===== src/cachePkg.sv =====
package cachePkg;

    // ########################################################################
    // sizes of the data path.
    // ########################################################################

    localparam int ADDR_W = 64;
    localparam int DATA_W = 64;
    localparam int MASK_W = 8;

    // two ways per set, one word per line.
    localparam int SETS     = 4;
    localparam int INDEX_LO = 3;
    localparam int INDEX_HI = 4;
    localparam int TAG_W    = ADDR_W - INDEX_HI - 1;

    // backing memory.
    localparam int MEM_WORDS   = 64;
    localparam int MEM_LATENCY = 3;

    // ########################################################################
    // state encodings.
    // ########################################################################

    typedef enum logic [2:0] {
        LOAD_IDLE,
        LOAD_LOOKUP,
        LOAD_REFILL_REQ,
        LOAD_REFILL_WAIT,
        LOAD_DONE
    } loadState_e;

    typedef enum logic [0:0] {
        STORE_IDLE,
        STORE_WRITE_WAIT
    } storeState_e;

    typedef enum logic [1:0] {
        GRANT_NONE,
        GRANT_STORE,
        GRANT_LOAD
    } grantOwner_e;

endpackage

===== src/storeUnit.sv =====
module storeUnit
    import cachePkg::*;
(
    input  logic              clk,
    input  logic              rst,
    input  logic              storeValid,
    input  logic [ADDR_W-1:0] storeAddress,
    input  logic [DATA_W-1:0] storeData,
    input  logic [MASK_W-1:0] storeMask,
    output logic              storeBusy,
    output logic              storeDone,
    output logic              memReq,
    input  logic              memAck,
    output logic              cacheUpdate,
    output logic [ADDR_W-1:0] reqAddress,
    output logic [DATA_W-1:0] reqData,
    output logic [MASK_W-1:0] reqMask
);

    storeState_e state;
    logic        accept;

    // a new store waits out the done cycle.
    assign accept = (state == STORE_IDLE) && storeValid && !storeDone;

    always_ff @(posedge clk) begin
        if (rst) begin
            state     <= STORE_IDLE;
            storeDone <= 1'b0;
        end else begin
            storeDone <= 1'b0;
            case (state)
                STORE_IDLE: begin
                    if (accept) begin
                        state <= STORE_WRITE_WAIT;
                    end
                end
                STORE_WRITE_WAIT: begin
                    if (memAck) begin
                        state     <= STORE_IDLE;
                        storeDone <= 1'b1;
                    end
                end
            endcase
        end
    end

    always_ff @(posedge clk) begin
        if (accept) begin
            reqAddress <= storeAddress;
            reqData    <= storeData;
            reqMask    <= storeMask;
        end
    end

    assign memReq      = (state == STORE_WRITE_WAIT);
    assign cacheUpdate = memReq && memAck;
    assign storeBusy   = memReq || storeDone;

endmodule


===== config.mk =====
export PLATFORM = sky130hd
export DESIGN_NAME = storeUnit
export DESIGN_NICKNAME = d
export VERILOG_FILES = /design/src/cachePkg.sv /design/src/storeUnit.sv
export SDC_FILE = /design/constraint.sdc
export NUM_CORES = 1
export LEC_CHECK = 0
export BUFFER_PORTS_ARGS = -buffer_cell sky130_fd_sc_hd__buf_2
export CAP_MARGIN = 20
export CORE_AREA = 2 2 110 112
export CTS_CLUSTER_DIAMETER = 150
export DETAILED_ROUTE_END_ITERATION = 12
export DIE_AREA = 0 0 112 114
export PLACE_DENSITY = 0.82
export SETUP_SLACK_MARGIN = 0.2
export SYNTH_ARGS = -nofsm -noshare
export SYNTH_HDL_FRONTEND = slang
export SYNTH_SLANG_ARGS = --single-unit

===== constraint.sdc =====
create_clock -name clk -period 21.7 [get_ports clk]
set_input_delay 4.34 -clock clk [delete_from_list [all_inputs] [get_ports clk]]
set_output_delay 4.34 -clock clk [all_outputs]
set_load 0.02 [all_outputs]

# After elaboration in Yosys (flattened, before gate mapping)

Index checks and enable logic that the tools add are counted.

Bits of input ports: 140
Output and inout port bits: 140
Flip-flop bits (word level): 138

Reduce and logical (&&, ||, !) cells: 6
Multiplexer cells: 4
Bitwise operators: 1

Operator list:

| cell                | number |
|---|---|
| $logic_and A1 B1 Y1 | 3 |
| $mux W1             | 3 |
| $pmux W1 S2         | 1 |
| $reduce_or A2 Y1    | 1 |
| $logic_not A1 Y1    | 1 |
| $logic_or A1 B1 Y1  | 1 |
| $not A1 Y1          | 1 |

# Depth between registers and ports, before layout

Depth in word-level cells: 5
Mapped depth: 2
Depth with buffers taken out: 2

# Worst setup path before layout

Ideal clock, no wire load.

Kind: input -> register
From: input port storeValid
To: register reqAddress[0] (enable)
Data required time: 21.092 ns
Setup time: 0.608 ns
Path slack: 11.604 ns
Arrival time: 9.488 ns
Stages: 1
Cell sequence: nor3b_2

Longest elaborated chain between the ends: 2

Ends and longest elaborated chain:

| item                             | RTL line        | text |
|---|---|---|
| from (decl)                      | storeUnit.sv:6  | `input logic storeValid,` |
| $logic_and A1 B1 Y1 (2 in a row) | storeUnit.sv:24 | `assign accept = (state == STORE_IDLE) && storeValid && !storeDone;` |
| to (signal assigned)             | storeUnit.sv:50 | `reqAddress <= storeAddress;` |
| to (decl)                        | storeUnit.sv:15 | `output logic [ADDR_W-1:0] reqAddress,` |

Every way passes these cells.
A chain may end at the register's enable or synchronous reset.

# Worst setup path after layout

From: input port memAck
To: output port cacheUpdate

Longest elaborated chain between the ends: 1

Ends and longest elaborated chain:

| item                | RTL line        | text |
|---|---|---|
| from (decl)         | storeUnit.sv:13 | `input logic memAck,` |
| $logic_and A1 B1 Y1 | storeUnit.sv:57 | `assign cacheUpdate = memReq && memAck;` |
| to (decl)           | storeUnit.sv:14 | `output logic cacheUpdate,` |

Every way passes these cells.

==> flow_summary.ini <==
[yosys]
synth-main-ff-cell = edfxtp_1
synth_compound_area_share_pct = 0.240
ys_seq_area_share_pct = 98.8
synth_xor_area_share_pct = 0
synthTopCellsByArea = edfxtp_1 (98%), dfxtp_1 (0.96%), nor3b_2 (0.30%)
synth_seq_cells = 138
synth_fp_nets = 284
synth_edf_count = 136
ys_warn_count = 0
yosys.area.top_type = edfxtp_1
synth_top_area_share_pct = 97.8
synthAdderAreaFrac_pct = 0
syn_avg_cell_area_sq_um = 29.0
ys_top_cells_by_count = edfxtp_1 (136), dfxtp_1 (2)
synth_cells = 144
synth_top_family_by_area = simple AND/OR/NAND/NOR gates
synth.area.mux_share_pct = 0
synth_most_common_cell = edfxtp_1
synth.distinct_cells = 8
synth_simple_gate_area_share_pct = 0.959
async_flop_share_pct = 0
synth.cell_area_sq_um = 4170

[sta]
grt_setup_unrepaired = false
tns_ns = 0
hold_violations = 0
slew_violations = 0
setup_viol = 0
max_slew_margin_pct = 42.6
tightest_slew_ns = 0.862
fin_crit_ns = 9.13
fin_crit_sh_pct = 42.1
fin_worst_skew_ns = 0.0115
max_freq_ghz = 0.110

[global_routing]
antenna_found_initial = 0
grt-ovfl-total = 0
grt_pass1_wl_um = 13800
grt_usage_pct = 14.8
first_global_vias = 2736
grt_max_degree = 71

[cts]
clk_latency_ns = 0.41
cts_setup_buffers = 0
clockBufferDepth = 2
cts_tree = done
clock_sinks = 138
clk_pin_slew_worst_paths_ns = 0.05
cts_buffers = 17
holdBufCountCts = 0
cts_max_level = 4
cts_root_buffer = clkbuf_16
cts.repair.resized = 0

[detailed_routing]
drt-pass1-iter-count = 4
drc_errors = 0
wl_per_cell_um = 16.0
ant_nets = 0
vias = 2614
drt_iter0_drc = 95
routed_wl_um = 9680
viasPerCell = 4.33

[final_layout]
multi_input_area_sq_um = 56.3
fin_area_sq_um = 6360
drive_gt1_share_pct = 68.5
final_util_pct = 54.3
insertedDiodeCount = 0
ff_latch_area_sq_um = 4120
fill_cells = 945
nets = 584
area_growth_pct = 52.3

[die]
die_h_um = 114
core_sq_um = 11700
die_w_um = 112
die_area_sq_um = 12800
initial_core_util_pct = 35.6
io_pins = 280
rows = 40

[worst_setup_path]
worstReg2RegEnd = reqAddress[11]
r2r_cells = 3
reg2reg_slack_ns = 19.26
path_class = in -> out
crit_path_start_kind = input pin
rr_startpoint = memReq
end_kind = output pin
cp_max_fo = 2
cp.arrival_ns = 4.79
required_ns = 17.36

[place]
gp_congestion = 0.715
port_buffers = 279
place_area_sq_um = 5780

[power]
cell_internal_pwr_w = 0.000514
p_leak_nw = 2.76
vdd_ir_drop_max_mv = 0.0615
pwr-share-comb_pct = 9.0
p_per_area_nw_per_um2 = 104
power_frac_seq_pct = 48.4
p_switching_w = 0.000146
total_power_w = 0.000660
switching_share_pct = 22.1
clkPwrFrac_pct = 42.6

[worst_hold_path]
hp-start = memReq
hp-class = reg -> reg
whs_endpoint = memReq
hold_depth = 2

[run]
cap_violations = 0

[run_status]
status = finished, final reports clean
area by class of cell:
type                    count  share of cell area [%]
clock buffers              18                    6.75
clock inverters            14                    2.42
multi-input cells           6                   0.885
flip-flops and latches    138                    64.9
well taps                 147                    2.89
repair buffers            281                    22.2
per-stage QoR:
| stage | hold slack, ns | std cells | setup slack [ns] |
|---|---|---|---|
| after floorplan | 0.732 | 144 | 11.60 |
| after global placement | 0.677 | 572 | 12.57 |
| after detailed placement | 0.703 | 572 | 12.57 |
| after CTS | 0.713 | 604 | 12.57 |
| after global routing | 0.744 | 604 | 12.56 |
| final | 0.712 | 604 | 12.57 |
cells by family (layout without fill, tap and decap cells):
group,after synthesis,in the layout
DFF,138,138
buffers and inverters,0,313
and+or+nand+nor,5,5
AOI/OAI and AO/OA,1,1
worst max path at each step:
stage	start	to	slack, ns	cells past startpoint
global route	memAck	cacheUpdate	12.56	3
floorplan	storeValid	reqAddress[0]	11.60	1
global placement	memAck	cacheUpdate	12.57	3
detailed placement	memAck	cacheUpdate	12.57	3
CTS	memAck	cacheUpdate	12.57	3
finish	memAck	cacheUpdate	12.57	3
critical path, cell delays in order:
cell and delay (ns):
buf_2 0.10, and2_2 0.18, buf_2 0.16
layer usage:
metal	vias to the layer above	routed length (um)	GRT usage [%]
li1	1188	-	-
met1	1246	3450	15.6
met2	165	5050	24.7
met3	15	979	7.17
met4	0	209	7.97
met5	-	0	0
cells in the final DEF, fill, tap and decap left out:
cell and instances:
clkinv_4 2, o21ba_1 1, or2_2 1, clkinv_2 6, nor3b_4 1, and2b_1 1
clkbuf_1 1, clkinv_1 2, inv_6 1, buf_4 2, bufinv_16 3, buf_2 279
dfxtp_1 2, edfxtp_1 136, and2_2 1, nor2b_1 1, clkbuf_16 17
power by group through the flow:
| stage | clock, W | sequential, W | combinational, W |
|---|---|---|---|
| 6_report | 0.000281 | 0.000319 | 0.0000594 |
| 5_1_grt | 0.000299 | 0.000321 | 0.0000633 |
| 4_1_cts | 0.000289 | 0.000320 | 0.0000603 |
| 3_5_place_dp | 0 | 0.000325 | 0.0000602 |
| 3_3_place_gp | 0 | 0.000324 | 0.0000590 |
| 2_1_floorplan | 0 | 0.000350 | 0.00000675 |
registers in the layout (all words and copies together), names as in the netlist:
register and cells:
reqAddress 64, reqData 64, reqMask 8, memReq 1, storeDone 1
Power figures use the tool's default switching activity.
