File: config.mk
export PLATFORM = sky130hd
export DESIGN_NAME = loadUnit
export DESIGN_NICKNAME = d
export VERILOG_FILES = /design/src/cachePkg.sv /design/src/loadUnit.sv
export SDC_FILE = /design/constraint.sdc
export NUM_CORES = 1
export LEC_CHECK = 0
export BUFFER_PORTS_ARGS = -buffer_cell sky130_fd_sc_hd__buf_2
export CORE_AREA = 4 4 175 177
export DETAILED_ROUTE_END_ITERATION = 6
export DIE_AREA = 0 0 179 181
export HOLD_SLACK_MARGIN = 0.06
export SLEW_MARGIN = 5
export SYNTH_ARGS = -nofsm -noshare
export SYNTH_HDL_FRONTEND = slang
export SYNTH_SLANG_ARGS = --single-unit
export TNS_END_PERCENT = 1
File: constraint.sdc
create_clock -name clk -period 4.29 [get_ports clk]
set_input_delay 0.858 -clock clk [delete_from_list [all_inputs] [get_ports clk]]
set_output_delay 0.858 -clock clk [all_outputs]
set_load 0.01 [all_outputs]
File: src/cachePkg.sv
package cachePkg;

    // ########################################################################
    // sizes of the data path.
    // ########################################################################

    localparam int ADDR_W = 64;
    localparam int DATA_W = 64;
    localparam int MASK_W = 8;

    // two ways per set, one word per line.
    localparam int SETS     = 4;
    localparam int INDEX_LO = 3;
    localparam int INDEX_HI = 4;
    localparam int TAG_W    = ADDR_W - INDEX_HI - 1;

    // backing memory.
    localparam int MEM_WORDS   = 64;
    localparam int MEM_LATENCY = 3;

    // ########################################################################
    // state encodings.
    // ########################################################################

    typedef enum logic [2:0] {
        LOAD_IDLE,
        LOAD_LOOKUP,
        LOAD_REFILL_REQ,
        LOAD_REFILL_WAIT,
        LOAD_DONE
    } loadState_e;

    typedef enum logic [0:0] {
        STORE_IDLE,
        STORE_WRITE_WAIT
    } storeState_e;

    typedef enum logic [1:0] {
        GRANT_NONE,
        GRANT_STORE,
        GRANT_LOAD
    } grantOwner_e;

endpackage
File: src/loadUnit.sv
module loadUnit
    import cachePkg::*;
(
    input  logic              clk,
    input  logic              rst,
    input  logic              loadValid,
    input  logic [ADDR_W-1:0] loadAddress,
    output logic              loadBusy,
    output logic              loadDone,
    output logic [DATA_W-1:0] loadData,
    output logic [ADDR_W-1:0] cacheAddress,
    input  logic              cacheHit,
    input  logic [DATA_W-1:0] cacheData,
    output logic              fillValid,
    output logic [ADDR_W-1:0] fillAddress,
    output logic [DATA_W-1:0] fillData,
    output logic              memReq,
    input  logic              memGrantAck,
    input  logic [DATA_W-1:0] memReadData
);

    loadState_e        state;
    logic [ADDR_W-1:0] addressReg;
    logic [DATA_W-1:0] dataReg;
    logic              accept;

    assign accept = (state == LOAD_IDLE) && loadValid;

    always_ff @(posedge clk) begin
        if (rst) begin
            state <= LOAD_IDLE;
        end else begin
            case (state)
                LOAD_IDLE: begin
                    if (loadValid) begin
                        state <= LOAD_LOOKUP;
                    end
                end
                LOAD_LOOKUP: begin
                    state <= cacheHit ? LOAD_DONE : LOAD_REFILL_REQ;
                end
                LOAD_REFILL_REQ, LOAD_REFILL_WAIT: begin
                    state <= memGrantAck ? LOAD_DONE : LOAD_REFILL_WAIT;
                end
                default: begin
                    state <= LOAD_IDLE;
                end
            endcase
        end
    end

    // hit data is taken in LOOKUP, refill data at the acknowledge.
    always_ff @(posedge clk) begin
        if (accept) begin
            addressReg <= loadAddress;
        end
        if (state == LOAD_LOOKUP && cacheHit) begin
            dataReg <= cacheData;
        end else if (fillValid) begin
            dataReg <= memReadData;
        end
    end

    assign memReq    = (state == LOAD_REFILL_REQ) || (state == LOAD_REFILL_WAIT);
    assign fillValid = memReq && memGrantAck;

    assign cacheAddress = addressReg;
    assign fillAddress  = addressReg;
    assign fillData     = memReadData;

    assign loadBusy = (state != LOAD_IDLE);
    assign loadDone = (state == LOAD_DONE);
    assign loadData = dataReg;

endmodule

Word level (Yosys, flattened, before mapping)
Cells that the tools add are included.

storage, ports and cells
  register bits = 131
  input bits = 197
  output and inout port bits = 260
  word-level logic and storage cells = 22

cells by class
  eq/ne operators = 5
  mux-type cells = 6
  reductions and logical operators = 8

operator list
  cell                                           number
  two-way mux 64 bit                             2
  two-way mux 3 bit                              3
  case mux 3 bit (3 select lines)                1
  == test 3 x 2 -> 1 bit, second input constant  2
  == test 3 x 1 -> 1 bit, second input constant  1
  == test 3 bit, second input constant           1
  logical AND 1 bit                              3
  logical NOT 3 bit                              1
  nonzero test 3 bit                             1
  != test 2 bit, second input constant           1
  nonzero test 2 bit                             1
  OR reduction 2 bit                             1
  logical OR 1 bit                               1

Longest topological paths before layout
  depth in word-level cells = 5
  mapped depth = 4
  depth with buffers taken out = 2

Worst setup path before layout
Ideal clock, no wire load.

  kind = in2reg
  start = in cacheHit
  end = reg dataReg[0], in the netlist loadData[0], enable pin
  library setup time = 0.507 ns
  arrival time = 4.090 ns
  required time = 3.783 ns
  path slack = -0.307 ns
  cell stages on the path = 2
  path buffers = 0
  cell sequence = nand3b_1 > a21oi_1

on the way
  longest elaborated chain between the ends = 2

RTL lines
  element                              line            text
  start, declared                      loadUnit.sv:12  input logic cacheHit,
  logical AND 1 bit                    loadUnit.sv:57  if (state == LOAD_LOOKUP && cacheHit) begin
  nonzero test 2 bit (no source line)  --
  end signal, assigned                 loadUnit.sv:58  dataReg <= cacheData;
  end signal, assigned                 loadUnit.sv:60  dataReg <= memReadData;
  end, declared                        loadUnit.sv:24  logic [DATA_W-1:0] dataReg;

Every way passes these cells.
A chain may end at the register's enable or synchronous reset.

Worst setup path in the final report
  start = reg state[2]
  end = out loadBusy

on the way
  longest elaborated chain between the ends = 1

RTL lines
  element                 line            text
  start, declared         loadUnit.sv:22  loadState_e state;
  start signal, assigned  loadUnit.sv:40  state <= cacheHit ? LOAD_DONE : LOAD_REFILL_REQ;
  start signal, assigned  loadUnit.sv:43  state <= memGrantAck ? LOAD_DONE : LOAD_REFILL_WAIT;
  nonzero test 3 bit      loadUnit.sv:71  assign loadBusy = (state != LOAD_IDLE);
  end, declared           loadUnit.sv:8   output logic loadBusy,

Every way passes these cells.

==> run metrics <==
worst reg2reg path depth=3; Syn Area/Cell=17.4 µm²; die width=between 150 and 200 µm; hold-fix buffers at CTS=0; ANT nets after route=0; crit start category=register; Avg WL per Cell=17.2 µm; Layout Nets=~890; Yosys top cell area share=63.5%; Pleak=3.83 nW; Synth Cell Area=0.00605 mm²; asr flop ratio synth=0%; Slew Limit Fails=0; crit path launch=state[2]; Critical R2R Capture=cacheAddress[34]; Hold Crit Class=input pin to register; Longest Clk Path Bufs=2; DR pass1 iterations=4; critical path class=register to output port; number of core rows=63; critical path data arrival time=1.43 ns; Post-synth top cells=buf_4 (128), edfxtp_1 (128), mux2_4 (60); Gates resized, CTS repair=0; Setup TNS=0 ns; dpl hpwl=15500 µm; share of cells above drive strength 1=79.7%; final setup vio count=0; combinational share of power=a little over an eighth; initial antenna violation count=5; # IOs=~460; Core Region=0.0292 mm²; Worst Hold End=cacheAddress[57]; Initial Utilization=20.7%; Final Cycle Share=between 50% and 60%; Post-CTS Setup Inserts=0; EDFF count, synth=128; cts bufs inserted=17; Reg power frac=43.1%; crit path max fanout=6; die height=181 µm; CTS HTree Levels=4; FF-to-FF setup slack=2.32 ns; CP cell instances=or3_1 -> buf_2; GP Congestion=0.760; slowest stage delay, CP=0.45 ns; Max Fclk=437 MHz; Crit. End Element=output port; total count of hold-check failures in the final report=0; Power Density=424 mW/mm²; post-synthesis sequential area ratio=between 60 and 70%; yosys warns=0; hold slack=0.615 ns; Tmin final=2.29 ns; hold_sp=loadAddress[57]; Switching Share=25.2%; Rel. slew slack=47.3%; worst reg2reg path startpoint=state[2]; Max-Cap Viols=0; CTS Root Cell=clkbuf_16; largest net degree at the start of global routing=65; clock skew=0.00722 ns; DRC viols=0; first-pass GRT wire length=~25000 µm; RSZ-0062 raised after global routing=false; critical path's slowest cell=or3_1; final core occ=28.9%; Multi-input gate area=0.00108 mm²; FILL cells=between 3000 and 4000; Cell variety after synth=20; die area=roughly 0.032 mm²; grt ovf=0; Most used DFF post-synth=edfxtp_1; register area=0.00390 mm²; flops & latches, synth=131; latest clock arrival within the worst-skew pair=between 0.4 and 0.5 ns; Internal Power=0.00267 W; P_sw=approximately 0.00090 W; Synth area leader=edfxtp_1; Detailed Route WL=18800 µm; syn nets=544; CTS tree=built; Least-Margin Pin Slew=approximately 0.79 ns; synthesized instance count=347; area grow syn2layout=39.4%; worst vdd ir=0.000241 V; CP required=3.43 ns; Detailed Route Iter0 Violations=86; Area contributors post-synth=edfxtp_1 (63%), buf_4 (16%), mux2_4 (15%), buf_12 (2.0%), dfxtp_1 (0.99%); vias in the first global route=4106; GRT Overall Usage=10.9%; Clk pwr share=between 40% and 50%; vias after detailed routing=4013; CTS Sinks=131; clock slew at reported path FFs=approximately 0.06 ns; worst hold path cell count=1; status=completed; Via-to-Cell Ratio=3.66; PortBufs=456
==> cell usage in the layout (no fill, tap or decap) <==
master and count:
mux2_2 4, buf_4 2, dfxtp_1 3, nor3b_1 1
edfxtp_1 128, or3_1 1, mux2_4 60, inv_8 2
a21oi_4 1, diode_2 2, nand3b_1 1, clkinv_1 1
or2_2 1, inv_1 1, a21oi_1 3, buf_12 2
bufinv_16 3, nor2b_1 1, or2b_1 1, nor4bb_4 1
clkbuf_16 17, and2_1 1, or3b_2 2, buf_2 456
nor2_4 1, clkinv_4 1, clkinvlp_4 2, inv_6 6
nand2_1 1
==> flip-flops by register name, summed over array words and instances, names as in the netlist <==
| register | flops |
|---|---|
| cacheAddress | 64 |
| loadData | 64 |
| state | 3 |
==> logic make-up (layout without fill, tap and decap cells) <==
| family | after synthesis | after routing | synth area share (%) |
|---|---|---|---|
| flip-flops | 131 | 131 | 64.5 |
| buffers and inverters | 136 | 493 | 18.1 |
| AND/OR/NAND/NOR | 12 | 12 | 1.47 |
| multiplexers | 64 | 64 | 15.6 |
| other | 0 | 2 | 0 |
| AO/OA/AOI/OAI | 4 | 4 | 0.331 |
==> critical path, delay by kind of cell, from the launching register on <==
family / cells / cell delay, ns
AND/OR/NAND/NOR: 1 / 0.45
flip-flops: 1 / 0.39
buffers and inverters: 1 / 0.17
==> power groups by stage <==
stage | clock network, W | logic, W | registers [W]
2_1_floorplan | 0 | 0.000276 | 0.00161
3_3_place_gp | 0 | 0.000483 | 0.00157
3_5_place_dp | 0 | 0.000490 | 0.00157
4_1_cts | 0.00162 | 0.000490 | 0.00154
5_1_grt | 0.00168 | 0.000519 | 0.00155
6_report | 0.00156 | 0.000478 | 0.00154
==> layout make-up <==
type,count,area share [%]
clock buffer,17,5.04
tap,390,5.78
timing repair buffer,460,27.7
sequential,131,46.3
antenna,2,0.0593
inverter,1,0.0445
multi-input combinational,80,12.8
clock inverter,15,2.28
==> metal layers <==
layer / wire length (µm) / global-route usage (%)
met1: 6580 / 11.6
met2: 9690 / 19.3
met3: 2280 / 4.73
met4: 211 / 3.29
met5: 54 / 0
==> worst max-delay path by stage <==
stage                       to  cells after the start  slack, ns
2_1_floorplan  cacheAddress[0]                      2       0.25
3_5_place_dp       loadData[2]                      4       1.83
5_1_grt               loadBusy                      2       1.93
3_3_place_gp       loadData[2]                      4       1.85
6_report              loadBusy                      2       2.00
4_1_cts               loadBusy                      2       1.97
==> through the flow <==
step | area, µm² | power (W) | setup slack [ns] | cells
after floorplan | 6060 | 0.00188 | 0.251 | 347
after detailed placement | 7820 | 0.00206 | 1.83 | 1062
after global placement | 7820 | 0.00205 | 1.85 | 1062
after global routing | 8440 | 0.00375 | 1.93 | 1096
final | 8440 | 0.00358 | 2.00 | 1096
after CTS | 8430 | 0.00365 | 1.97 | 1094
No activity file was read; power rests on OpenSTA's default activity.
