`config.mk`:
```
export PLATFORM = sky130hd
export DESIGN_NAME = memArbiter
export DESIGN_NICKNAME = d
export VERILOG_FILES = /design/src/cachePkg.sv /design/src/memArbiter.sv
export SDC_FILE = /design/constraint.sdc
export NUM_CORES = 1
export LEC_CHECK = 0
export BUFFER_PORTS_ARGS = -buffer_cell sky130_fd_sc_hd__buf_2
export CELL_PAD_IN_SITES_DETAIL_PLACEMENT = 1
export CELL_PAD_IN_SITES_GLOBAL_PLACEMENT = 1
export CORE_AREA = 2 2 132 134
export CTS_BUF_LIST = sky130_fd_sc_hd__clkbuf_2
export DETAILED_ROUTE_END_ITERATION = 8
export DIE_AREA = 0 0 134 136
export GPL_TIMING_DRIVEN = 0
export PLACE_DENSITY_LB_ADDON = 0.1
export SYNTH_ARGS = -nofsm -noshare
export SYNTH_HDL_FRONTEND = slang
export SYNTH_SLANG_ARGS = --single-unit
```
`constraint.sdc`:
```
create_clock -name clk -period 4.4 [get_ports clk]
set_clock_uncertainty 0.2 [all_clocks]
set_input_delay 0.66 -clock clk [delete_from_list [all_inputs] [get_ports clk]]
set_output_delay 0.66 -clock clk [all_outputs]
set_load 0.05 [all_outputs]
```
`src/cachePkg.sv`:
```
package cachePkg;

    // ########################################################################
    // sizes of the data path.
    // ########################################################################

    localparam int ADDR_W = 64;
    localparam int DATA_W = 64;
    localparam int MASK_W = 8;

    // two ways per set, one word per line.
    localparam int SETS     = 4;
    localparam int INDEX_LO = 3;
    localparam int INDEX_HI = 4;
    localparam int TAG_W    = ADDR_W - INDEX_HI - 1;

    // backing memory.
    localparam int MEM_WORDS   = 64;
    localparam int MEM_LATENCY = 3;

    // ########################################################################
    // state encodings.
    // ########################################################################

    typedef enum logic [2:0] {
        LOAD_IDLE,
        LOAD_LOOKUP,
        LOAD_REFILL_REQ,
        LOAD_REFILL_WAIT,
        LOAD_DONE
    } loadState_e;

    typedef enum logic [0:0] {
        STORE_IDLE,
        STORE_WRITE_WAIT
    } storeState_e;

    typedef enum logic [1:0] {
        GRANT_NONE,
        GRANT_STORE,
        GRANT_LOAD
    } grantOwner_e;

endpackage
```
`src/memArbiter.sv`:
```
module memArbiter
    import cachePkg::*;
(
    input  logic              clk,
    input  logic              rst,
    input  logic              storeReq,
    input  logic [ADDR_W-1:0] storeAddress,
    input  logic [DATA_W-1:0] storeData,
    input  logic [MASK_W-1:0] storeMask,
    input  logic              loadReq,
    input  logic [ADDR_W-1:0] loadAddress,
    output logic              storeAck,
    output logic              loadAck,
    output logic              memStart,
    output logic              memWrite,
    output logic [ADDR_W-1:0] memAddress,
    output logic [DATA_W-1:0] memWriteData,
    output logic [MASK_W-1:0] memMask,
    input  logic              memAck
);

    grantOwner_e owner;

    // stores win; the choice is only made while the port is free.
    always_ff @(posedge clk) begin
        if (rst) begin
            owner    <= GRANT_NONE;
            memStart <= 1'b0;
        end else begin
            memStart <= 1'b0;
            if (owner == GRANT_NONE) begin
                if (storeReq) begin
                    owner    <= GRANT_STORE;
                    memStart <= 1'b1;
                end else if (loadReq) begin
                    owner    <= GRANT_LOAD;
                    memStart <= 1'b1;
                end
            end else if (memAck) begin
                owner <= GRANT_NONE;
            end
        end
    end

    assign memWrite     = (owner == GRANT_STORE);
    assign memAddress   = memWrite ? storeAddress : loadAddress;
    assign memWriteData = memWrite ? storeData : '0;
    assign memMask      = memWrite ? storeMask : '0;

    assign storeAck = memAck && (owner == GRANT_STORE);
    assign loadAck  = memAck && (owner == GRANT_LOAD);

endmodule

```
# ---- Yosys cells after proc, flatten, opt, wreduce, memory -nomap -nowiden
# Cells that the tools add are included.
dict set report totals {
  register_bits 3
}
dict set report op_classes {
  n_bitwise 1
  eq_ne 3
  n_mux 9
  reduce_logical 6
}
# cell n
set ops {}
lappend ops {{$mux 64} 2}
lappend ops {{$mux 2} 4}
lappend ops {{$mux 8} 1}
lappend ops {{$ne 3x3->1 const B} 1}
lappend ops {{$eq 2x1->1 const B} 1}
lappend ops {{$eq 2x2->1 const B} 1}
lappend ops {{$logic_and 1x1->1} 2}
lappend ops {{$logic_not 2->1} 1}
lappend ops {{$mux 1} 2}
lappend ops {{$reduce_and 2->1} 1}
lappend ops {{$reduce_bool 2->1} 1}
lappend ops {{$reduce_or 2->1} 1}
lappend ops {{$not 1->1} 1}

# ---- Longest topological paths before layout
dict set report logic_depth {
  depth_word 3
  mapped_depth 4
}

# ---- Least setup slack after synthesis
# OpenSTA, ideal clock, no wires.
dict set report synth_timing {
  path_kind {register -> output}
  startpoint {reg owner[0]}
  endpoint {out memMask[0]}
  n_path_buf 2
  t_arrival_ns 1.506
  slack_ns 2.034
  stages_incl_launch_ff 5
  cell_sequence {dfxtp_1 > nor2b_4 > buf_8 > buf_2 > and2_1}
}
dict set report synth_via {
  elab_chain_cells 2
}
# item line_no
set synth_rtl {}
lappend synth_rtl {{start, declared} memArbiter.sv:22} ;# grantOwner_e owner;
lappend synth_rtl {{start signal, assigned} memArbiter.sv:27} ;# owner <= GRANT_NONE;
lappend synth_rtl {{start signal, assigned} memArbiter.sv:33} ;# owner <= GRANT_STORE;
lappend synth_rtl {{start signal, assigned} memArbiter.sv:36} ;# owner <= GRANT_LOAD;
lappend synth_rtl {{$eq 2x1->1} memArbiter.sv:45} ;# assign memWrite = (owner == GRANT_STORE);
lappend synth_rtl {{net memWrite} memArbiter.sv:15} ;# output logic memWrite,
lappend synth_rtl {{$mux 8} memArbiter.sv:48} ;# assign memMask = memWrite ? storeMask : '0;
lappend synth_rtl {{end, declared} memArbiter.sv:18} ;# output logic [MASK_W-1:0] memMask,
# The timed path passes the listed nets, and every way through them passes these cells.

# ---- Final worst setup path
dict set report layout_timing {
  startpoint {reg owner[0]}
  endpoint {out memAddress[31]}
}
dict set report layout_via {
  elab_chain_cells 2
}
# item line_no
set layout_rtl {}
lappend layout_rtl {{$eq 2x1->1} memArbiter.sv:45}
lappend layout_rtl {{$mux 64} memArbiter.sv:46} ;# assign memAddress = memWrite ? storeAddress : loadAddress;
lappend layout_rtl {{end, declared} memArbiter.sv:16} ;# output logic [ADDR_W-1:0] memAddress,
# No other way between the ends.

==> results.txt <==
----------------------------------------------------
[Worst setup path]
  Crit Path Class ... reg -> out
  Max incr delay on CP ... 0.41 ns
  Element type at the critical path end ... output pin
  Arrival @ worst endpoint ... 1.74 ns
  CP max stage cell ... dfxtp_1
  Data required time at the worst endpoint ... 3.54 ns
  Critical Path Fanout Max ... 10
  Critical Path Start Type ... register
  Worst-path cell chain ... nor2b_4 > buf_8 > buf_12 > mux2_4 > buf_2

[Floorplan]
  Die Height ... 136 um
  Die area ... 18,200 um2
  Core area ... 16,900 um2
  Horizontal extent of the die ... 134 um
  Placement Rows ... 48
  Initial core utilization ... 9.74%
  Num ports ... 345

[Drt]
  Detailed Routing Iterations Pass 1 ... 4
  Count of routing violations after the opening detailed-route iteration ... 32
  Residual DRC ... 0
  Total Wirelength ... 11,200 um
  Drt via density ... 3.52
  Total number of vias ... 2,603
  Antenna-violating nets left ... 0
  WL per Instance ... 15.2 um

[Global routing]
  All-Layer GR Usage ... 11.0%
  Total congestion overflow ... 0
  Maximum number of pins on one net before global-route repair ... 11
  Initial antenna violation count ... 1
  First-pass GRT wire length ... 15,500 um
  Via count of the first global-routing pass ... 2,718

[Power]
  Power density cells ... 208 nW/um2
  Static leakage power ... 2.23 nW
  Peak supply drop ... 0.0616 mV

[Clock tree]
  Worst-Skew Late Latency ... 0.22 ns
  Number of buffers created by CTS ... 3
  Buffers inserted during post-CTS setup optimization ... 0
  Clock transition at the registers of the reported paths ... 0.05 ns
  Maximum level of the CTS H-tree ... 1
  Clock sink total ... 3
  TritonCTS clock tree ... done
  Buffers from clock root to sink, at most ... 2
  Hold_buf cts ... 0
  Post-CTS sizing ... 0
  Cell at the root of the clock tree ... clkbuf_2

[Finish]
  # fillers ... 2,127
  Most common library cell in the layout ignoring fill and taps ... buf_2
  Share of final-layout standard cells stronger than drive strength 1 ... 83.5%
  Post-layout net count ... 720
  Footprint of the multi-input gates ... 1420 um2
  # diodes ... 0
  Area taken by flip-flops and latches ... 60.1 um2
  Most frequent cells in the layout ... buf_2 (345), and2_1 (73), mux2_4 (46), mux2_2 (18), clkbuf_2 (10)
  Final Instance Area ... 3670 um2
  Area added between synthesis and finish ... 123%

[STA]
  Max transition margin ... 80.6%
  F_max ... 385 MHz
  Period minus WS final ... 2.60 ns
  Post-route setup TNS ... 0 ns
  Final count of negative-setup-slack endpoints ... 0
  Hold violation count in the final report ... 0
  Unrepaired setup endpoints after global routing ... false
  Ratio of final minimum period to clock period ... 59.0%
  Final Max Slew Viols ... 0
  Slew at the pin with the worst max-slew slack ... 0.293 ns

[Yosys]
  Sequential cell area fraction in the yosys report ... 3.65%
  Post-synth net total ... 371
  Post-synthesis cell area ... 1640 um2
  Post-Syn Area per Cell ... 9.90 um2
  Instance count of the mapped netlist ... 166
  Register bit count reported by yosys ... 3
  Number of different library cells in the post-synthesis netlist ... 18
  Synth warnings ... 0

[Run status]
  Outcome ... completed

[Place]
  Cell area reported after detailed placement ... 3650 um2
  Weighted congestion at the end of routability-driven global placement ... 0.691
  Number of buffers added on ports ... 344
  DPL Wire Length ... 10,400 um

[Run]
  Max capacitance violation total ... 0

[Hold path]
  Class of the tightest hold or removal check ... reg -> reg

----------------------------------------------------
==> worst max-delay path: cells and delay by family, from the launching register on <==
family / cells / cell delay [ns]
mux: 1 / 0.31
simple gates: 1 / 0.23
flops: 1 / 0.41
buf+inv: 3 / 0.56
==> logic make-up (layout without fill, tap and decap cells) <==
kind of cell    after synthesis  after routing  synth area share, %
compound gates                2              2                0.609
mux                          64             64                 54.3
flops                         3              3                 3.65
simple gates                 82             82                 31.7
buf+inv                      15            363                 9.74
==> per-layer routing <==
| layer | vias to the layer above | GRT usage [%] | share of wire [%] |
|---|---|---|---|
| met5 | - | 0 | 0 |
| met4 | 0 | 1.24 | 0.34 |
| met3 | 4 | 3.80 | 13 |
| met2 | 202 | 22.0 | 53 |
| met1 | 1147 | 11.2 | 34 |
| li1 | 1250 | - | - |
==> cells in the mapped netlist <==
cell type	n	share of area, %
buf_2	1	0.30
clkbuf_2	6	1.8
or3b_2	1	0.53
mux2_2	18	12
buf_8	2	1.8
a21oi_1	2	0.61
buf_12	4	4.9
or4b_1	1	0.61
nor2b_4	1	0.84
nand2b_1	1	0.38
mux2_4	46	42
nand2_1	1	0.23
nor2_1	2	0.46
or2b_1	1	0.46
dfxtp_1	3	3.7
nor4_1	1	0.38
and2_1	73	28
buf_4	2	0.91
==> power by group <==
group / internal [mW] / switching (mW)
Combinational: 0.239 / 0.449
Sequential: 0.0294 / 0.00228
Clock: 0.0240 / 0.0179
==> final timing paths <==
path	from	endpoint	slack, ns	depth (start not counted)
worst max-delay path	owner[0]	memAddress[31]	1.80	5
worst min-delay path	owner[0]	memStart	0.35	1
worst max register to register	owner[1]	owner[1]	3.10	2
worst min register to register	owner[0]	memStart	0.35	1
==> per-stage QoR <==
stage	setup WS [ns]	util (%)	hold slack (ns)	power (mW)	instances
global placement	1.96	21.6	0.328	0.728	735
global route	1.62	21.7	0.392	0.803	739
CTS	1.70	21.7	0.342	0.774	739
detailed placement	1.95	21.6	0.334	0.730	735
finish	1.80	21.7	0.351	0.762	739
floorplan	2.03	-	0.272	0.537	166
==> final cells by class <==
class | count | share of cell area (%)
buffer | 15 | 4.37
tap | 225 | 7.68
multi-input combinational | 148 | 38.8
clock buffer | 4 | 0.546
sequential | 3 | 1.64
timing repair buffer | 344 | 46.9
==> flip-flops by register name, indices dropped and copies added, names as in the netlist <==
register / flops
memStart: 1
owner: 2
Note: power is estimated with default switching activity, not from simulation.
