`src/cachePkg.sv`:
```
package cachePkg;

    // ########################################################################
    // sizes of the data path.
    // ########################################################################

    localparam int ADDR_W = 64;
    localparam int DATA_W = 64;
    localparam int MASK_W = 8;

    // two ways per set, one word per line.
    localparam int SETS     = 4;
    localparam int INDEX_LO = 3;
    localparam int INDEX_HI = 4;
    localparam int TAG_W    = ADDR_W - INDEX_HI - 1;

    // backing memory.
    localparam int MEM_WORDS   = 64;
    localparam int MEM_LATENCY = 3;

    // ########################################################################
    // state encodings.
    // ########################################################################

    typedef enum logic [2:0] {
        LOAD_IDLE,
        LOAD_LOOKUP,
        LOAD_REFILL_REQ,
        LOAD_REFILL_WAIT,
        LOAD_DONE
    } loadState_e;

    typedef enum logic [0:0] {
        STORE_IDLE,
        STORE_WRITE_WAIT
    } storeState_e;

    typedef enum logic [1:0] {
        GRANT_NONE,
        GRANT_STORE,
        GRANT_LOAD
    } grantOwner_e;

endpackage
```
`src/dataCache.sv`:
```
module dataCache
    import cachePkg::*;
(
    input  logic              clk,
    input  logic              rst,
    input  logic [ADDR_W-1:0] lookupAddress,
    output logic              lookupHit,
    output logic [DATA_W-1:0] lookupData,
    input  logic              fillValid,
    input  logic [ADDR_W-1:0] fillAddress,
    input  logic [DATA_W-1:0] fillData,
    input  logic              storeUpdate,
    input  logic [ADDR_W-1:0] storeUpdateAddress,
    input  logic [DATA_W-1:0] storeUpdateData,
    input  logic [MASK_W-1:0] storeUpdateMask
);

    logic [DATA_W-1:0]         wayData [0:1][SETS];
    logic [TAG_W-1:0]          wayTag  [0:1][SETS];
    logic [SETS-1:0][1:0]      wayValid;
    logic [SETS-1:0]           rrBit;

    logic [INDEX_HI-INDEX_LO:0] lookupSet;
    logic [INDEX_HI-INDEX_LO:0] fillSet;
    logic [INDEX_HI-INDEX_LO:0] updateSet;
    logic [1:0]                 lookupWays;
    logic [1:0]                 updateWays;
    logic                       victim;

    assign lookupSet = lookupAddress[INDEX_HI:INDEX_LO];
    assign fillSet   = fillAddress[INDEX_HI:INDEX_LO];
    assign updateSet = storeUpdateAddress[INDEX_HI:INDEX_LO];
    assign victim    = rrBit[fillSet];

    // one bit per way that holds a valid line with a matching tag.
    function automatic logic [1:0] matchWays(input logic [ADDR_W-1:0] address);
        logic [INDEX_HI-INDEX_LO:0] set;
        logic [1:0]                 ways;
        set = address[INDEX_HI:INDEX_LO];
        for (int w = 0; w < 2; w++) begin
            ways[w] = wayValid[set][w] && (wayTag[w][set] == address[ADDR_W-1:INDEX_HI+1]);
        end
        return ways;
    endfunction

    always_comb begin
        lookupWays = matchWays(lookupAddress);
        updateWays = matchWays(storeUpdateAddress);
    end

    assign lookupHit = |lookupWays;

    always_comb begin
        if (lookupWays[0]) begin
            lookupData = wayData[0][lookupSet];
        end else if (lookupWays[1]) begin
            lookupData = wayData[1][lookupSet];
        end else begin
            lookupData = '0;
        end
    end

    // ########################################################################
    // valid bits and round-robin replacement.
    // ########################################################################

    always_ff @(posedge clk) begin
        if (rst) begin
            wayValid <= '0;
            rrBit    <= '0;
        end else if (fillValid) begin
            wayValid[fillSet][victim] <= 1'b1;
            rrBit[fillSet]            <= ~victim;
        end
    end

    // ########################################################################
    // tags and line data.
    // ########################################################################

    always_ff @(posedge clk) begin
        if (fillValid) begin
            wayTag[victim][fillSet]  <= fillAddress[ADDR_W-1:INDEX_HI+1];
            wayData[victim][fillSet] <= fillData;
        end
        // only a way that already holds the line takes the store bytes.
        if (storeUpdate) begin
            for (int w = 0; w < 2; w++) begin
                if (updateWays[w]) begin
                    for (int b = 0; b < MASK_W; b++) begin
                        if (storeUpdateMask[b]) begin
                            wayData[w][updateSet][8*b +: 8] <= storeUpdateData[8*b +: 8];
                        end
                    end
                end
            end
        end
    end

endmodule

```
`config.mk`:
```
export PLATFORM = sky130hd
export DESIGN_NAME = dataCache
export DESIGN_NICKNAME = d
export VERILOG_FILES = /design/src/cachePkg.sv /design/src/dataCache.sv
export SDC_FILE = /design/constraint.sdc
export NUM_CORES = 1
export LEC_CHECK = 0
export ABC_AREA = 1
export ABC_CLOCK_PERIOD_IN_PS = 15240
export BUFFER_PORTS_ARGS = -buffer_cell sky130_fd_sc_hd__buf_2
export CORE_AREA = 2 2 479 528
export CTS_CLUSTER_DIAMETER = 60
export DETAILED_ROUTE_END_ITERATION = 10
export DIE_AREA = 0 0 481 530
export GPL_TIMING_DRIVEN = 1
export PLACE_DENSITY = 0.36
export SYNTH_ARGS = -nofsm -noshare
export SYNTH_HDL_FRONTEND = slang
export SYNTH_SLANG_ARGS = --single-unit
```
`constraint.sdc`:
```
create_clock -name clk -period 15.24 [get_ports clk]
set_input_delay 1.524 -clock clk [delete_from_list [all_inputs] [get_ports clk]]
set_output_delay 1.524 -clock clk [all_outputs]
set_load 0.005 [all_outputs]
```
Word-level counts from Yosys, hierarchy flattened
Memories as Yosys holds them, arrays and structs flattened.
Index checks and enable logic that the tools add are counted.

cells by class
  order comparisons = 11
  eq/ne operators = 4
  mux-type cells = 3,696
  bitwise logic cells = 3,589
  reduce and logical (&&, ||, !) cells = 9

operators with widths
  kind                                                                  number
  256-bit two-way mux                                                   17
  1-bit two-way mux                                                     3,628
  1-bit bitwise OR                                                      3,584
  64-bit demux with 2-bit select                                        9
  59-bit two-way mux                                                    9
  64-bit two-way mux                                                    8
  59-bit binary-select mux with 2-bit select                            4
  64-bit binary-select mux with 2-bit select                            2
  59-bit == test                                                        4
  236-bit two-way mux                                                   1
  59-bit demux with 2-bit select                                        1
  56-bit two-way mux                                                    1
  48-bit two-way mux                                                    1
  40-bit two-way mux                                                    1
  32-bit two-way mux                                                    1
  24-bit two-way mux                                                    1
  16-bit two-way mux                                                    1
  3-bit greater-or-equal comparator, second input constant              3
  2-bit by 3-bit < comparator with 1-bit output, second input constant  3
  2-bit NOT with 3-bit output                                           3
  2-bit binary-select mux with 2-bit select                             2
  1-bit logical AND                                                     8
  8-bit two-way mux                                                     1
  8-bit bitwise OR                                                      1
  other kinds (12)                                                      15

storage, ports and cells
  bits in registers = 12
  memory bits (writable) = 984
  input bits = 332
  output and inout bits = 65
  word-level logic and storage cells = 7,316
  memories = 2

memory list
  memory   depth  bits a word  rd ports  clocked after Yosys merged registers in  write ports  line             RTL
  wayData  2      256          2         0                                        3            dataCache.sv:18  logic [DATA_W-1:0] wayData [0:1][SETS];
  wayTag   2      236          2         0                                        1            dataCache.sv:19  logic [TAG_W-1:0] wayTag [0:1][SETS];

Longest topological paths before layout
  depth after elaboration = 16
  gate-level depth with buffers = 21
  gate-level depth less buffers = 16

Worst setup path before layout
No wires, ideal clock.

  path kind = input -> register
  start = in fillAddress[3]
  end = mem wayData[0][100] (netlist name), enable pin
  library setup time = 0.346 ns
  arrival time = 5.942 ns
  data required time = 14.894 ns
  path slack = 8.951 ns
  stages on the path = 7
  path buffers = 0
  path through = inv_1 nor2_1 a22oi_1 nand3_1 nor2_1 clkinv_1 nand2_1

RTL lines
  element      line             RTL
  from (decl)  dataCache.sv:10  input logic [ADDR_W-1:0] fillAddress,
  to (decl)    dataCache.sv:18

Final worst setup path
  start = in lookupAddress[3]
  end = out lookupData[23]

between the ends
  cells in the longest elaborated chain, start to end = 8
  elaborated cells between the ends (all ways) = 21
  those cells by class = 2 x eq/ne; 16 x mux; 1 x bitwise; 2 x reduce/logical

ends and longest elaborated chain
  element                                                line                                               RTL
  from (decl)                                            dataCache.sv:6                                     input logic [ADDR_W-1:0] lookupAddress,
  2-bit NOT with 3-bit output (not written as such)      dataCache.sv:41, dataCache.sv:55, dataCache.sv:57
  59-bit binary-select mux with 2-bit select             dataCache.sv:41                                    ways[w] = wayValid[set][w] && (wayTag[w][set] == address[ADDR_W-1:INDEX_HI+1]);
  59-bit two-way mux (not written as such) (2 in a row)  dataCache.sv:41
  59-bit == test                                         dataCache.sv:41
  1-bit logical AND                                      dataCache.sv:41
  64-bit two-way mux                                     dataCache.sv:56                                    end else if (lookupWays[1]) begin
  64-bit two-way mux *                                   dataCache.sv:54                                    if (lookupWays[0]) begin
  to (decl)                                              dataCache.sv:8                                     output logic [DATA_W-1:0] lookupData,

Every way passes the cells marked *; elsewhere a longest branch is shown, timed or not. The select of a mux whose other input is x is not followed.

==> summary.txt <==
Final layout
  – Layout cells sized above 1: 0.106
  – Synthesis-to-finish area growth: 15.5%
  – Fill cell count: 27129
  – Multi-input gate area: 24000 um^2
  – Finished Layout Cells: 10509
  – Post-route cell area: 66000 um^2
  – Storage element area: 29800 um^2
  – Final Util: 0.264
  – Nets: 7395

GRT
  – First-pass GRT wire length: 370 mm
  – Vias in the first global route: 48375
  – Initial antenna violation count: 114
  – Largest net degree at the start of global routing: 216
  – GRT Residual Overflow: 0
  – Total GRT Usage: 0.201

Critical path
  – R2R depth: 16
  – Largest fanout on the critical path: 86
  – Setup crit start kind: primary input
  – Reg2Reg Capture Point: wayData[0][37]$_DFFE_PP_
  – Data arrival, critical path: 7.40 ns
  – Crit path from: lookupAddress[3]
  – Critical path capture point: lookupData[23]
  – WP data required: 13.72 ns
  – Worst reg2reg path startpoint: wayTag[0][35]$_DFFE_PP_
  – Setup crit end kind: output pin
  – WS Path Type: primary input to output pin
  – Setup slack, reg-to-reg: 10.48 ns

Logic synthesis
  – Post-synth EDFFs: 984
  – Seq/Total Area, Yosys: 0.521
  – Commonest cells post-synth: 3268 x nand2_1, 984 x edfxtp_1, 520 x nand4_1
  – Cell count after synthesis: 7033
  – Mapped Area: 57200 um^2
  – Syn_nets: 7365
  – Area contributors post-synth: edfxtp_1 52%, nand2_1 21%, nand4_1 5.7%, nand3_1 3.9%, o21ai_0 2.9%
  – Synth warn: 0
  – Main synth FF type: edfxtp_1
  – Yosys reg bits: 996
  – Cell with the most instances after synthesis: nand2_1
  – FFs w/ async S/R, synth: 0
  – Yosys top cell area share: 0.517
  – Avg Synthesized Cell Area: 8.13 um^2
  – Synth area leader: edfxtp_1
  – Unique masters post-synth: 34

Drt
  – Routed Antenna Nets: 0
  – Vias per cell: 4.86
  – Avg WL per Cell: 25.0 um
  – Final wirelength: 263 mm
  – Drt first pass iters: 7
  – Vias: 51037
  – Starting DRT DRC Count: 4063
  – Number of remaining DRC errors: 0

Timing
  – Crit path time final: 8.92 ns
  – Setup TNS: 0 ns
  – Slew headroom: 0.138
  – Fin crit share: 0.586
  – Final setup fails: 0
  – Worst slew pin tran: 1.29 ns
  – Clock skew: 0.0883 ns
  – Setup ws final: 6.32 ns
  – Max Slew Vio Count: 0
  – Final Hold Vio Count: 0
  – F_max: 0.112 GHz
  – RSZ-0062 raised after global routing: false

Clock network
  – Inserted Clock Buffers: 144
  – Post-CTS sizing: 0
  – Setup bufs post-CTS: 0
  – Sink Count: 996
  – Root Driver: clkbuf_16
  – TritonCTS clock tree: done
  – Clock latency on the worst-skew pair: 0.84 ns
  – CTS Buffer Depth: 3
  – Clk slew on worst S/H paths: 0.05 ns
  – Hold_buf cts: 0
  – H-tree Lvls: 4

Floorplan
  – Ports: 397
  – Core Region: 250000 um^2
  – Die ar.: 255000 um^2
  – Cell Rows: 193
  – Initial core utilization: 0.229
  – Die X: 481 um
  – Die height: 530 um

Pwr
  – Leakage: 28.3 nW
  – Maximum vdd drop: 0.0885 mV
  – Pwr per Cell Area: 110 nW/um^2

Placement
  – Dpl hpwl: 168 mm
  – Placed inst area: 61300 um^2
  – Place WS: 6.19 ns
  – # port buffers: 387
  – Cells after DPL: 10232
  – Placer Congestion: 0.880

Flow run
  – Max_cap viols: 0

Min path
  – Hold Crit Class: register to register

Run status
  – Status: finished clean
==> cell type report <==
class / instances / share of cell area
Timing Repair Buffer: 460 / 0.0406
Multi-Input combinational cell: 5288 / 0.363
Inverter: 173 / 0.0104
Clock inverter: 85 / 0.0145
Sequential cell: 996 / 0.451
Antenna cell: 22 / 0.000834
Tap cell: 3315 / 0.0628
Clock buffer: 170 / 0.0564
==> worst max-delay path, cell delays in order <==
cell	delay, ns
buf_8	0.21
inv_8	0.52
buf_4	0.77
buf_4	0.64
nand2_1	0.11
nand3_1	0.10
nand2_1	0.23
nand2_1	0.12
nand2_1	0.06
nor2_1	0.10
nand2_1	0.06
nor2_1	0.15
nand2_1	0.10
nor2_1	0.20
nand2_4	0.33
clkinv_2	0.65
buf_4	0.59
nand2_1	0.09
nand2_1	0.28
buf_2	0.19
==> metal layers <==
layer	up-vias	track usage	wire length (um)
li1	23967	-	-
met1	24789	0.263	113000
met2	1759	0.337	126000
met3	434	0.0394	17500
met4	88	0.0522	6620
met5	-	0	555
==> layout by cell type (no fill, tap or decap), types with 2 or more instances in the layout <==
cell        instances
nand2_1          3267
edfxtp_1          984
nand4_1           520
nand3_1           443
nor2_1            412
buf_2             383
o21ai_0           333
inv_1             154
clkbuf_16         145
o22ai_1           137
nand4_4            60
buf_4              60
xor2_1             34
clkinv_1           32
a21oi_1            31
clkbuf_1           25
diode_2            22
clkinv_2           17
nor2_4             15
buf_12             13
dfxtp_1            12
bufinv_16          11
xnor2_1            10
inv_2               8
inv_6               6
clkinv_16           6
clkinvlp_4          6
nand3b_1            5
or2_2               5
inv_8               4
o211ai_1            4
inv_4               4
nand4_2             4
clkinv_8            4
inv_16              3
clkinv_4            3
buf_8               3
nor3_1              2
==> where the power goes <==
group	leakage [nW]	total [mW]	switching (mW)	internal, mW
Combinational	17.0	0.824	0.628	0.195
Clock	2.25	3.35	1.40	1.95
Sequential	9.04	3.09	0.0170	3.07
==> sequential cells by signal, indices dropped and copies added (netlist names) <==
| signal | flops |
|---|---|
| wayValid | 8 |
| wayData | 512 |
| rrBit | 4 |
| wayTag | 472 |
==> logic make-up after synthesis <==
kind of cell,Yosys count,synth area share
AOI/OAI and AO/OA,508,0.0478
xor gates and xnor gates,44,0.00674
buffers and inverters,749,0.0606
DFF,996,0.521
and+or+nand+nor,4736,0.364
==> worst min-delay path by stage <==
| stage | startpoint | end | slack, ns | cells after the start |
|---|---|---|---|---|
| floorplan | wayValid[4]$_SDFFE_PP0P_ | wayValid[4]$_SDFFE_PP0P_ | 0.44 | 2 |
| finish | rrBit[3]$_SDFFE_PP0P_ | rrBit[3]$_SDFFE_PP0P_ | 0.48 | 2 |
| global route | rrBit[2]$_SDFFE_PP0P_ | rrBit[2]$_SDFFE_PP0P_ | 0.49 | 2 |
| global placement | rrBit[3]$_SDFFE_PP0P_ | rrBit[3]$_SDFFE_PP0P_ | 0.45 | 2 |
| detailed placement | rrBit[2]$_SDFFE_PP0P_ | rrBit[2]$_SDFFE_PP0P_ | 0.46 | 2 |
| CTS | rrBit[2]$_SDFFE_PP0P_ | rrBit[2]$_SDFFE_PP0P_ | 0.47 | 2 |
==> through the flow <==
stage,hold WS (ns),total power [mW]
after floorplan,0.439,3.61
after global placement,0.455,3.97
after detailed placement,0.464,3.98
after CTS,0.471,7.35
after global routing,0.486,7.53
final,0.478,7.27
(Power assumes the default switching activity.)
